### src/design/pal_defs.svh
/*
 * PAL line geometry, sync pulse widths, window positions and output levels
 */
`ifndef PAL_DEFS_SVH
`define PAL_DEFS_SVH

// line geometry in clk24 cycles
`define PAL_HALF_LINE     768
`define PAL_LINE          1536

// sync pulse widths
`define PAL_NORMAL_SYNC   114
`define PAL_NARROW_SYNC   56
`define PAL_BROAD_SYNC    655

// field sync zone, in half lines
`define PAL_BROAD_LAST    4
`define PAL_NARROW_LAST   9
`define PAL_NARROW_FIRST  618

// blanking and colour burst windows, in line positions
`define PAL_BLANK_START   1496
`define PAL_BLANK_END     249
`define PAL_BURST_START   138
`define PAL_BURST_LEN     75

// output reference levels
`define PAL_V_SYNC        0
`define PAL_V_REF         8
`define PAL_CHROMA_MID    16

`endif
### src/design/pal_color_pkg.sv
/*
 * PAL colour types: palette byte, expanded channels, chroma samples,
 * output levels and subcarrier phase
 */
package pal_color_pkg;

    // B in bits 7..6, G in 5..3, R in 2..0
    typedef logic [7:0] palette_t;

    // one colour channel expanded to four bits
    typedef logic [3:0] chan_t;

    // modulated chroma sample, two's complement
    typedef logic signed [7:0] uv_t;

    // level driven to the video DAC
    typedef logic [7:0] level_t;

    // subcarrier phase, 16 steps per cycle
    typedef logic [3:0] phase_t;

endpackage

### src/design/pal_timing_pkg.sv
/*
 * PAL timing types: line and field counters of the sync generator
 */
package pal_timing_pkg;

    // half-line number inside the field
    typedef logic [10:0] halfline_t;

    // position inside the current half line
    typedef logic [10:0] pixel_t;

    // position inside the full line, 0 .. 1535
    typedef logic [11:0] linepos_t;

    // field counter, bit 0 drives the field phase alternation
    typedef logic [2:0]  field_t;

endpackage

### src/design/pal_encoder.sv
/*
 * PAL composite encoder top: sync generator, chroma modulator and
 * output mixer
 */
module pal_encoder import pal_timing_pkg::*, pal_color_pkg::*; (
    input  logic     clk24,
    input  logic     arst_n,
    input  logic     vsync_in,
    input  logic     chroma_ce,
    input  logic     field_alt_en,
    input  palette_t color_in,
    output logic     sync_n,
    output level_t   luma,
    output level_t   chroma,
    output level_t   cvbs
);

    logic       blank;
    logic       burst;
    logic       alt_line;
    halfline_t  halfline;
    uv_t        uv;
    logic [2:0] burst_sin;

    pal_sync_gen i_sync_gen (
        .clk24        (clk24),
        .arst_n       (arst_n),
        .vsync_in     (vsync_in),
        .field_alt_en (field_alt_en),
        .sync_n       (sync_n),
        .blank        (blank),
        .burst        (burst),
        .alt_line     (alt_line),
        .halfline     (halfline)
    );

    pal_chroma_mod i_chroma_mod (
        .clk24     (clk24),
        .arst_n    (arst_n),
        .chroma_ce (chroma_ce),
        .alt_line  (alt_line),
        .color_in  (color_in),
        .uv        (uv),
        .burst_sin (burst_sin)
    );

    pal_cvbs_mixer i_cvbs_mixer (
        .sync_n    (sync_n),
        .blank     (blank),
        .burst     (burst),
        .color_in  (color_in),
        .uv        (uv),
        .burst_sin (burst_sin),
        .luma      (luma),
        .chroma    (chroma),
        .cvbs      (cvbs)
    );

endmodule

### src/design/pal_cvbs_mixer.sv
/*
 * PAL output mixer: luma weighting and the sync, blanking, burst and
 * active video level selection for luma, chroma and CVBS
 */
`include "pal_defs.svh"

module pal_cvbs_mixer import pal_color_pkg::*; (
    input  logic       sync_n,
    input  logic       blank,
    input  logic       burst,
    input  palette_t   color_in,
    input  uv_t        uv,
    input  logic [2:0] burst_sin,
    output level_t     luma,
    output level_t     chroma,
    output level_t     cvbs
);

    chan_t       chan_r;
    chan_t       chan_g;
    chan_t       chan_b;
    logic [13:0] y_sum;
    logic [6:0]  y_val;
    logic [4:0]  luma_act;
    logic [4:0]  chroma_act;
    logic [4:0]  cvbs_act;

    assign chan_r = {color_in[2:0], 1'b0};
    assign chan_g = {color_in[5:3], 1'b0};
    assign chan_b = {color_in[7:6], 2'b00};

    // Y ~ 0.299 R + 0.587 G + 0.114 B
    assign y_sum = 14'd24 * chan_r + 14'd47 * chan_g + 14'd9 * chan_b;
    assign y_val = y_sum[12:6];

    // active video levels, five bits wide
    assign luma_act   = 5'(`PAL_V_REF) + y_val[4:0];
    assign chroma_act = 5'(`PAL_CHROMA_MID) + uv[4:0];
    assign cvbs_act   = 5'(`PAL_V_REF) + y_val[4:0] - {uv[4], uv[4:1]};

    // ------------------------------------------------------------------------
    // level select, sync first, then blanking and burst
    // ------------------------------------------------------------------------
    always_comb begin
        if (!sync_n) begin
            luma   = level_t'(`PAL_V_SYNC);
            chroma = level_t'(`PAL_CHROMA_MID);
            cvbs   = level_t'(`PAL_V_SYNC);
        end else if (blank && burst) begin
            luma   = level_t'(`PAL_V_REF);
            chroma = level_t'(`PAL_CHROMA_MID - 4) + burst_sin;
            cvbs   = level_t'(`PAL_V_REF + 4) - burst_sin;
        end else if (blank) begin
            luma   = level_t'(`PAL_V_REF);
            chroma = level_t'(`PAL_CHROMA_MID);
            cvbs   = level_t'(`PAL_V_REF);
        end else begin
            luma   = {3'b000, luma_act};
            chroma = {3'b000, chroma_act};
            cvbs   = {3'b000, cvbs_act};
        end
    end

endmodule

### src/design/pal_chroma_mod.sv
/*
 * PAL chroma modulator: subcarrier phase counter, U/V coefficient table
 * with line-alternating phase sets, and the burst sine table
 */
module pal_chroma_mod import pal_color_pkg::*; (
    input  logic       clk24,
    input  logic       arst_n,
    input  logic       chroma_ce,
    input  logic       alt_line,
    input  palette_t   color_in,
    output uv_t        uv,
    output logic [2:0] burst_sin
);

    phase_t             phase;
    chan_t              chan_r;
    chan_t              chan_g;
    chan_t              chan_b;
    logic        [20:0] coef;
    logic signed [13:0] uv_sum;
    logic        [2:0]  sin_idx;
    logic        [7:0]  sin_val;

    // subcarrier phase, one step per strobe
    always_ff @(posedge clk24 or negedge arst_n) begin
        if (!arst_n) begin
            phase <= '0;
        end else if (chroma_ce) begin
            phase <= phase + 1'b1;
        end
    end

    // low channel bits stay zero
    assign chan_r = {color_in[2:0], 1'b0};
    assign chan_g = {color_in[5:3], 1'b0};
    assign chan_b = {color_in[7:6], 2'b00};

    // ------------------------------------------------------------------------
    // coefficient triples {r, g, b}, first set V at +90, second set V at -90
    // ------------------------------------------------------------------------
    always_comb begin
        case ({alt_line, phase})
            5'd0:    coef = {7'sd49, -7'sd41, -7'sd7};
            5'd1:    coef = {7'sd40, -7'sd46, 7'sd5};
            5'd2:    coef = {7'sd26, -7'sd45, 7'sd18};
            5'd3:    coef = {7'sd7, -7'sd36, 7'sd29};
            5'd4:    coef = {-7'sd11, -7'sd22, 7'sd34};
            5'd5:    coef = {-7'sd29, -7'sd5, 7'sd35};
            5'd6:    coef = {-7'sd42, 7'sd12, 7'sd30};
            5'd7:    coef = {-7'sd49, 7'sd29, 7'sd20};
            5'd8:    coef = {-7'sd49, 7'sd41, 7'sd7};
            5'd9:    coef = {-7'sd40, 7'sd46, -7'sd5};
            5'd10:   coef = {-7'sd26, 7'sd45, -7'sd18};
            5'd11:   coef = {-7'sd7, 7'sd36, -7'sd29};
            5'd12:   coef = {7'sd11, 7'sd22, -7'sd34};
            5'd13:   coef = {7'sd29, 7'sd5, -7'sd35};
            5'd14:   coef = {7'sd42, -7'sd12, -7'sd30};
            5'd15:   coef = {7'sd49, -7'sd29, -7'sd20};
            5'd16:   coef = {-7'sd49, 7'sd41, 7'sd7};
            5'd17:   coef = {-7'sd49, 7'sd29, 7'sd20};
            5'd18:   coef = {-7'sd42, 7'sd12, 7'sd30};
            5'd19:   coef = {-7'sd29, -7'sd5, 7'sd35};
            5'd20:   coef = {-7'sd11, -7'sd22, 7'sd34};
            5'd21:   coef = {7'sd7, -7'sd36, 7'sd29};
            5'd22:   coef = {7'sd26, -7'sd45, 7'sd18};
            5'd23:   coef = {7'sd40, -7'sd46, 7'sd5};
            5'd24:   coef = {7'sd49, -7'sd41, -7'sd7};
            5'd25:   coef = {7'sd49, -7'sd29, -7'sd20};
            5'd26:   coef = {7'sd42, -7'sd12, -7'sd30};
            5'd27:   coef = {7'sd29, 7'sd5, -7'sd35};
            5'd28:   coef = {7'sd11, 7'sd22, -7'sd34};
            5'd29:   coef = {-7'sd7, 7'sd36, -7'sd29};
            5'd30:   coef = {-7'sd26, 7'sd45, -7'sd18};
            default: coef = {-7'sd40, 7'sd46, -7'sd5};
        endcase
    end

    // weighted sum of the channels, channels taken as positive values
    assign uv_sum = $signed(coef[20:14]) * $signed({1'b0, chan_r})
                  + $signed(coef[13:7]) * $signed({1'b0, chan_g})
                  + $signed(coef[6:0]) * $signed({1'b0, chan_b});

    // two overlapping slices summed, keeps range without overflow
    assign uv = {1'b0, uv_sum[13:7]} + {1'b0, uv_sum[12:6]};

    // burst sine, one step ahead on the even lines
    assign sin_idx = phase[3:1] + {2'b00, ~alt_line};

    always_comb begin
        case (sin_idx)
            3'd0:    sin_val = 8'd91;
            3'd1:    sin_val = 8'd0;
            3'd2:    sin_val = 8'd0;
            3'd3:    sin_val = 8'd91;
            3'd4:    sin_val = 8'd218;
            3'd5:    sin_val = 8'd255;
            3'd6:    sin_val = 8'd255;
            default: sin_val = 8'd218;
        endcase
    end

    assign burst_sin = sin_val[7:5];

endmodule

### src/design/pal_sync_gen.sv
/*
 * PAL sync generator: half-line and pixel counters, field sync pulses,
 * registered blanking and colour burst windows
 */
`include "pal_defs.svh"

module pal_sync_gen import pal_timing_pkg::*; (
    input  logic      clk24,
    input  logic      arst_n,
    input  logic      vsync_in,
    input  logic      field_alt_en,
    output logic      sync_n,
    output logic      blank,
    output logic      burst,
    output logic      alt_line,
    output halfline_t halfline
);

    logic     vsync_q;
    logic     field_start;
    pixel_t   pixel;
    linepos_t linepos;
    field_t   field_cnt;
    logic     field_zone;

    // falling edge of the incoming frame strobe
    assign field_start = vsync_q & ~vsync_in;

    // ------------------------------------------------------------------------
    // counters
    // ------------------------------------------------------------------------
    always_ff @(posedge clk24 or negedge arst_n) begin
        if (!arst_n) begin
            vsync_q   <= 1'b0;
            pixel     <= '0;
            linepos   <= '0;
            halfline  <= '0;
            field_cnt <= '0;
        end else begin
            vsync_q <= vsync_in;
            if (field_start) begin
                pixel     <= '0;
                linepos   <= '0;
                halfline  <= '0;
                field_cnt <= field_cnt + 1'b1;
            end else begin
                if (pixel == `PAL_HALF_LINE - 1) begin
                    pixel    <= '0;
                    halfline <= halfline + 1'b1;
                end else begin
                    pixel <= pixel + 1'b1;
                end
                if (linepos == `PAL_LINE - 1) begin
                    linepos <= '0;
                end else begin
                    linepos <= linepos + 1'b1;
                end
            end
        end
    end

    // ------------------------------------------------------------------------
    // sync pulse decode
    // ------------------------------------------------------------------------
    always_comb begin
        field_zone = 1'b1;
        if (halfline <= `PAL_BROAD_LAST) begin
            // broad pulses, sync held low for most of the half line
            sync_n = ~(pixel < `PAL_BROAD_SYNC);
        end else if (halfline <= `PAL_NARROW_LAST || halfline >= `PAL_NARROW_FIRST) begin
            // equalizing pulses
            sync_n = ~(pixel < `PAL_NARROW_SYNC);
        end else begin
            field_zone = 1'b0;
            sync_n     = ~(linepos < `PAL_NORMAL_SYNC);
        end
    end

    // blanking and burst windows, one cycle behind linepos
    always_ff @(posedge clk24 or negedge arst_n) begin
        if (!arst_n) begin
            blank <= 1'b0;
            burst <= 1'b0;
        end else begin
            blank <= (linepos < `PAL_BLANK_END) || (linepos > `PAL_BLANK_START) || field_zone;
            burst <= (linepos > `PAL_BURST_START) &&
                     (linepos < `PAL_BURST_START + `PAL_BURST_LEN);
        end
    end

    // line alternation, flipped every other field when enabled
    assign alt_line = halfline[1] ^ (field_alt_en & field_cnt[0]);

endmodule

### config.mk
export PLATFORM = sky130hd
export DESIGN_NAME = pal_encoder
export DESIGN_NICKNAME = d
export VERILOG_FILES = /design/src/design/pal_color_pkg.sv /design/src/design/pal_timing_pkg.sv /design/src/design/pal_encoder.sv /design/src/design/pal_cvbs_mixer.sv /design/src/design/pal_chroma_mod.sv /design/src/design/pal_sync_gen.sv
export VERILOG_INCLUDE_DIRS = /design/src /design/src/design
export SDC_FILE = /design/constraint.sdc
export NUM_CORES = 1
export LEC_CHECK = 0
export ABC_AREA = 1
export BUFFER_PORTS_ARGS = -buffer_cell sky130_fd_sc_hd__buf_2
export CAP_MARGIN = 20
export CORE_MARGIN = 1
export CORE_UTILIZATION = 60
export DETAILED_ROUTE_END_ITERATION = 6
export GPL_ROUTABILITY_DRIVEN = 0
export PLACE_DENSITY = 0.76
export SYNTH_ARGS = -nofsm -noshare
export SYNTH_HDL_FRONTEND = slang
export SYNTH_SLANG_ARGS = --single-unit
### constraint.sdc
create_clock -name clk24 -period 7.95 [get_ports clk24]
set_input_delay 0.3975 -clock clk24 [delete_from_list [all_inputs] [get_ports clk24]]
set_output_delay 0.3975 -clock clk24 [all_outputs]
set_load 0.01 [all_outputs]
## Word level (Yosys, flattened, before mapping)

Memory sizes are Yosys's and may differ from the RTL's.
Cells that the tools add are included.

| storage, ports and cells | value |
|---|---|
| register bits | 44 |
| memory bits (read-only) | 672 |
| output and inout port bits | 25 |
| memories kept | 1 |

| cells by class | value |
|---|---|
| add/subtract/negate cells | 16 |
| multiply operators | 6 |
| order comparisons | 10 |
| equal/unequal tests | 7 |
| multiplexer cells | 20 |
| bitwise logic cells | 8 |
| reductions and logical operators | 10 |

Memory list:

| name | depth | width | rd ports | clocked after memory_dff | wr ports | RTL line | text |
|---|---|---|---|---|---|---|---|
| (no name shown) | 32 | 21 | 1 | 0 | 0 | pal_chroma_mod.sv:42 | `case ({alt_line, phase})` |

Operators by type and width:

| cell | number |
|---|---|
| two-way mux 8 bit | 6 |
| two-way mux 11 bit | 4 |
| adder 12 bit | 2 |
| less-than comparator 12 x 8 -> 1 bit (second input constant) | 2 |
| two-way mux 12 bit | 2 |
| case mux 8 bit (3 select lines) | 1 |
| adder 11 x 1 -> 11 bit (second input constant) | 2 |
| multiplier 7 x 4 -> 11 bit | 2 |
| two-way mux 5 bit | 3 |
| adder 12 x 1 -> 12 bit (second input constant) | 1 |
| == test 12 x 11 -> 1 bit (second input constant) | 1 |
| > comparator 12 x 11 -> 1 bit (second input constant) | 1 |
| > comparator 12 x 8 -> 1 bit (second input constant) | 1 |
| less-than comparator 12 x 7 -> 1 bit (second input constant) | 1 |
| adder 11 x 8 -> 11 bit | 1 |
| adder 9 x 10 -> 11 bit | 1 |
| == test 11 x 10 -> 1 bit (second input constant) | 1 |
| greater-or-equal comparator 11 x 10 -> 1 bit (second input constant) | 1 |
| less-or-equal comparator 11 x 3 -> 1 bit (second input constant) | 1 |
| less-or-equal comparator 11 x 4 -> 1 bit (second input constant) | 1 |
| less-than comparator 11 x 10 -> 1 bit (second input constant) | 1 |
| less-than comparator 11 x 6 -> 1 bit (second input constant) | 1 |
| multiplier 7 x 3 -> 10 bit | 1 |
| multiplier 6 x 3 -> 9 bit (first input constant) | 1 |
| other kinds (23) | 38 |

## Longest topological paths before layout

An unclocked memory read counts as a cell.

| logic depth | value |
|---|---|
| depth after elaboration | 11 |
| gate-level depth with buffers | 48 |

## Modules after synthesis

A second synthesis with hierarchy kept.

| second synthesis, totals | value |
|---|---|
| cell total of the unflattened synthesis | 1184 |
| area, all modules | 7991.4 µm² |

By module, submodules not included:

| module | times used | cells an instance | area each (µm²) |
|---|---|---|---|
| pal_chroma_mod | 1 | 707 | 4499.3 |
| pal_sync_gen | 1 | 306 | 2314.7 |
| pal_cvbs_mixer | 1 | 171 | 1177.4 |

## Worst setup path before layout

No wires, ideal clock.

| path | value |
|---|---|
| kind | register to output |
| start point | register i_chroma_mod.phase[1] |
| end point | output cvbs[4] |
| arrival | 7.039 ns |
| required time | 7.553 ns |
| slack | 0.514 ns |
| stages on the path, launching flop included | 47 |
| buffers on the path | 0 |
| cell sequence | dfrtp_1 inv_1 ha_1 inv_1 nand2_1 nand3_1 nand2_1 nor2_1 a31oi_1 nor2_1 ha_1 fa_1 inv_1 fa_1 nand3b_1 nand2_1 xor2_1 fa_1 [... 11 more ...] inv_1 o21bai_1 a31oi_1 inv_1 nand3_2 nand2_1 nand2_2 nand2_2 ha_1 nand2_1 nand2_1 a31oi_1 inv_1 nand4_1 nand2_1 inv_1 nand2_1 a21oi_2 |

| on the way | value |
|---|---|
| cells in the longest elaborated chain, start to end | 9 |
| elaborated cells on any way between the ends | 23 |
| classes of those cells | add/sub (6); mul (3); eq/ne (5); mux (4); reduce/logical (4); memory (1) |

RTL lines:

| what | RTL line | text |
|---|---|---|
| from (decl) | pal_chroma_mod.sv:15 | `phase_t phase;` |
| from (signal assigned) | pal_chroma_mod.sv:29 | `phase <= phase + 1'b1;` |
| memory read (32 x 21 bit) | n/a |  |
| multiplier 7 x 4 -> 11 bit (on tied branches) | pal_chroma_mod.sv:79, pal_chroma_mod.sv:80 |  |
| adder 12 bit | pal_chroma_mod.sv:80 | `+ $signed(coef[13:7]) * $signed({1'b0, chan_g})` |
| adder 12 bit | pal_chroma_mod.sv:81 | `+ $signed(coef[6:0]) * $signed({1'b0, chan_b});` |
| adder 5 bit | pal_chroma_mod.sv:84 | `assign uv = {1'b0, uv_sum[13:7]} + {1'b0, uv_sum[12:6]};` |
| subtractor 5 bit | pal_cvbs_mixer.sv:39 | `` assign cvbs_act = 5'(`PAL_V_REF) + y_val[4:0] - {uv[4], uv[4:1]}; `` |
| two-way mux 5 bit | pal_cvbs_mixer.sv:53 | `end else if (blank) begin` |
| two-way mux 8 bit (*) | pal_cvbs_mixer.sv:49 | `end else if (blank && burst) begin` |
| two-way mux 8 bit (*) | pal_cvbs_mixer.sv:45 | `if (!sync_n) begin` |
| to (decl) | pal_encoder.sv:15 | `output level_t cvbs` |

Every way passes the cells marked *; elsewhere a longest branch is shown, timed or not.

## Worst setup path in the final report

Same ends and word-level chain as after synthesis.

==> flow_summary.json <==
{
  "layout_worst_path_cycle_share_pct": 97.0,
  "post_drt_via_cell_ratio": 5.46,
  "grt_antenna_before_repair": 0,
  "timing.critical_path.arrival_ns": 7.31,
  "first_pass_iters": 5,
  "run_status": "finished clean",
  "critPathKind": "reg -> out",
  "antenna-diode-count": 0,
  "syn2layout_area_growth_pct": 13.6,
  "design.die.area_sq_mm": 0.0124,
  "clock_sink_count": 42,
  "peak_clock_frequency_supported_by_timing_mhz": 130,
  "yosys_most_used_dff": "sky130_fd_sc_hd__dfrtp_1",
  "syn_avg_cell_area_sq_um": 6.87,
  "htreeDepth": 2,
  "period_needed_ns": 7.71,
  "critPathLaunchType": "flip-flop",
  "floorplan.die.height_um": 111,
  "postSynthCellCount": 1041,
  "clock_buffer_depth": 2,
  "clock_latency_ns": 0.29,
  "postSynth.asyncResetShare_pct": 100,
  "drt_iter0_markers": 589,
  "synth_cell_types": 47,
  "worst_hold_path_type": "in -> reg",
  "drt-total-wl_um": 16800,
  "ant_nets": 0,
  "grt_overflow": 0,
  "synth_warnings": 0,
  "first_pass_grt_wire_length_um": 27600,
  "crit_required_ns": 7.55,
  "final_layout_size_suffix_gt1_share_pct": 15.1,
  "master_of_the_slowest_instance_on_the_critical_path": "sky130_fd_sc_hd__fa_1",
  "chipWidth_um": 111,
  "core_region_area_sq_mm": 0.0115,
  "netlist_top_cells_area": "sky130_fd_sc_hd__ha_1 20%, sky130_fd_sc_hd__dfrtp_1 15%, sky130_fd_sc_hd__inv_1 10%",
  "slew-limit-headroom_pct": 38.3,
  "layout_setup_ws_ns": 0.242,
  "track_usage_pct": 27.0,
  "critical-path-top-cell-by-count": "sky130_fd_sc_hd__inv_1",
  "final.setup_skew_ns": 0.00578,
  "io_buffers": 28,
  "grt_start_max_net_pins": 43,
  "num_vias": 6758,
  "drv.max_cap_violation_count": 0,
  "clkTransAtPathRegs_ns": 0.06,
  "root_buffer": "sky130_fd_sc_hd__clkbuf_16",
  "first_global_vias": 6216,
  "std_cell_rows": 39,
  "dp_hpwl_um": 13200,
  "worstSetupEndpointType": "output pin",
  "fin_hold_viols": 0,
  "final-max-slew-violation-count": 0,
  "dominant_cell_by_count_in_the_synthesized_netlist": "sky130_fd_sc_hd__inv_1",
  "yosys.area.top_type_share_pct": 20.5,
  "start_util_pct": 62.1,
  "netlist.top_cell.by_area": "sky130_fd_sc_hd__ha_1",
  "num-nets-final": 1255,
  "synth.top_cells.by_count": "200 x sky130_fd_sc_hd__inv_1, 176 x sky130_fd_sc_hd__nand2_1, 131 x sky130_fd_sc_hd__nor2_1",
  "setup_viol": 0,
  "synth-edff-count": 0,
  "syn_area_sq_mm": 0.00715,
  "cts_tree": "built",
  "ys_seq_elements": 42,
  "cts_buffers": 5,
  "preCtsSetupSlack_ns": 0.115,
  "slew_of_the_pin_with_the_lowest_slew_margin_ns": 0.926,
  "wl_per_cell_um": 13.6,
  "ios": 38,
  "critical_path.max_stage_delay_ns": 0.57,
  "synth_seq_area_share_pct": 14.7,
  "number_of_drc_violations_after_detailed_routing": 0,
  "setup_tns_ns": 0,
  "critPathMaxFanout": 5
}
-- final timing paths --
kind                                              startpoint                                  end  slack, ns  depth (start not counted)
max                        i_chroma_mod.phase[1]$_DFFE_PN0P_                              cvbs[4]       0.24                         45
min in group asynchronous                             arst_n           i_sync_gen.blank$_DFF_PN0_       0.25                          1
min                                                 vsync_in         i_sync_gen.vsync_q$_DFF_PN0_       0.23                          1
min reg2reg                  i_sync_gen.linepos[0]$_DFF_PN0_      i_sync_gen.linepos[0]$_DFF_PN0_       0.46                          1
max in group asynchronous                             arst_n    i_chroma_mod.phase[0]$_DFFE_PN0P_       7.06                          1
max reg2reg                    i_sync_gen.pixel[0]$_DFF_PN0_  i_sync_gen.halfline[10]$_DFFE_PN0P_       5.73                         14
-- state kept, by name, indices dropped and copies added, names as in the netlist --
signal / cells
i_chroma_mod.phase: 4
i_sync_gen.blank: 1
i_sync_gen.burst: 1
i_sync_gen.field_cnt: 1
i_sync_gen.halfline: 11
i_sync_gen.linepos: 12
i_sync_gen.pixel: 11
i_sync_gen.vsync_q: 1
-- through the flow --
stage,utilization (%),instances,cell area (sq um),hold slack (ns)
floorplan,-,1049,7180,0.102
global placement,65.0,1210,7480,0.451
detailed placement,65.0,1210,7480,0.460
CTS,66.6,1218,7660,0.228
global route,70.5,1237,8120,0.230
finish,70.5,1237,8120,0.233
-- cell type report --
class                      count  area, sq um
inverter                     209          800
clock buffer                   7          143
sequential                    42         1050
timing repair buffer          58          387
multi-input combinational    777         5560
tap                          143          179
fill                         978         3390
clock inverter                 1         5.00
-- routing by layer --
layer / vias to the layer above / share of wire, % / routed length, um / track usage (%)
met2: 191 / 49 / 8250 / 47.9
met3: 39 / 4.6 / 775 / 2.24
li1: 3433 / - / - / -
met5: - / 0 / 0 / 0
met1: 3095 / 44 / 7350 / 34.8
met4: 0 / 2.7 / 454 / 8.38
-- cells in the final DEF, fill, tap and decap left out, drive strengths merged, types with 5 or more instances in the layout --
cell,netlist,final
a21oi,62,62
a31oi,12,12
buf,10,58
clkbuf,11,7
conb,1,9
dfrtp,42,42
fa,32,32
ha,117,117
inv,206,204
nand2,188,188
nand3,50,50
nand4,10,10
nor2,134,134
nor3,21,21
nor4,7,7
o211ai,6,6
o21ai,57,57
o22ai,5,5
xnor2,16,16
xor2,24,24
-- cell families after synthesis --
logic type                 count (synthesis)  share of synthesized area [%]
DFF                                       42                           14.7
and+or+nand+nor                          418                           25.6
buffers and inverters                    230                           12.6
AOI/OAI and AO/OA                        161                           12.7
adders and majority gates                149                           29.4
xor gates and xnor gates                  40                           4.90
other                                      1                         0.0524
-- what timing repair did --
item | CTS | global route
gates resized for setup | 6 | 81
pin swaps | 0 | 28
endpoints found under the setup margin | 1 | 3
gates cloned | 0 | 1
hold buffers | 0 | 0
buffers inserted | 0 | 18
-- worst max-delay path: cells and delay by family (launching register included) --
kind | cells | cell delay, ns
DFF | 1 | 0.45
buffers and inverters | 11 | 0.89
AOI/OAI and AO/OA | 10 | 1.55
xor gates and xnor gates | 2 | 0.41
and+or+nand+nor | 14 | 1.10
adders and majority gates | 8 | 2.64
Power is left out: the tool's default activity adds up to more than one toggle a clock period on the data nets, which glitch-free logic cannot reach.
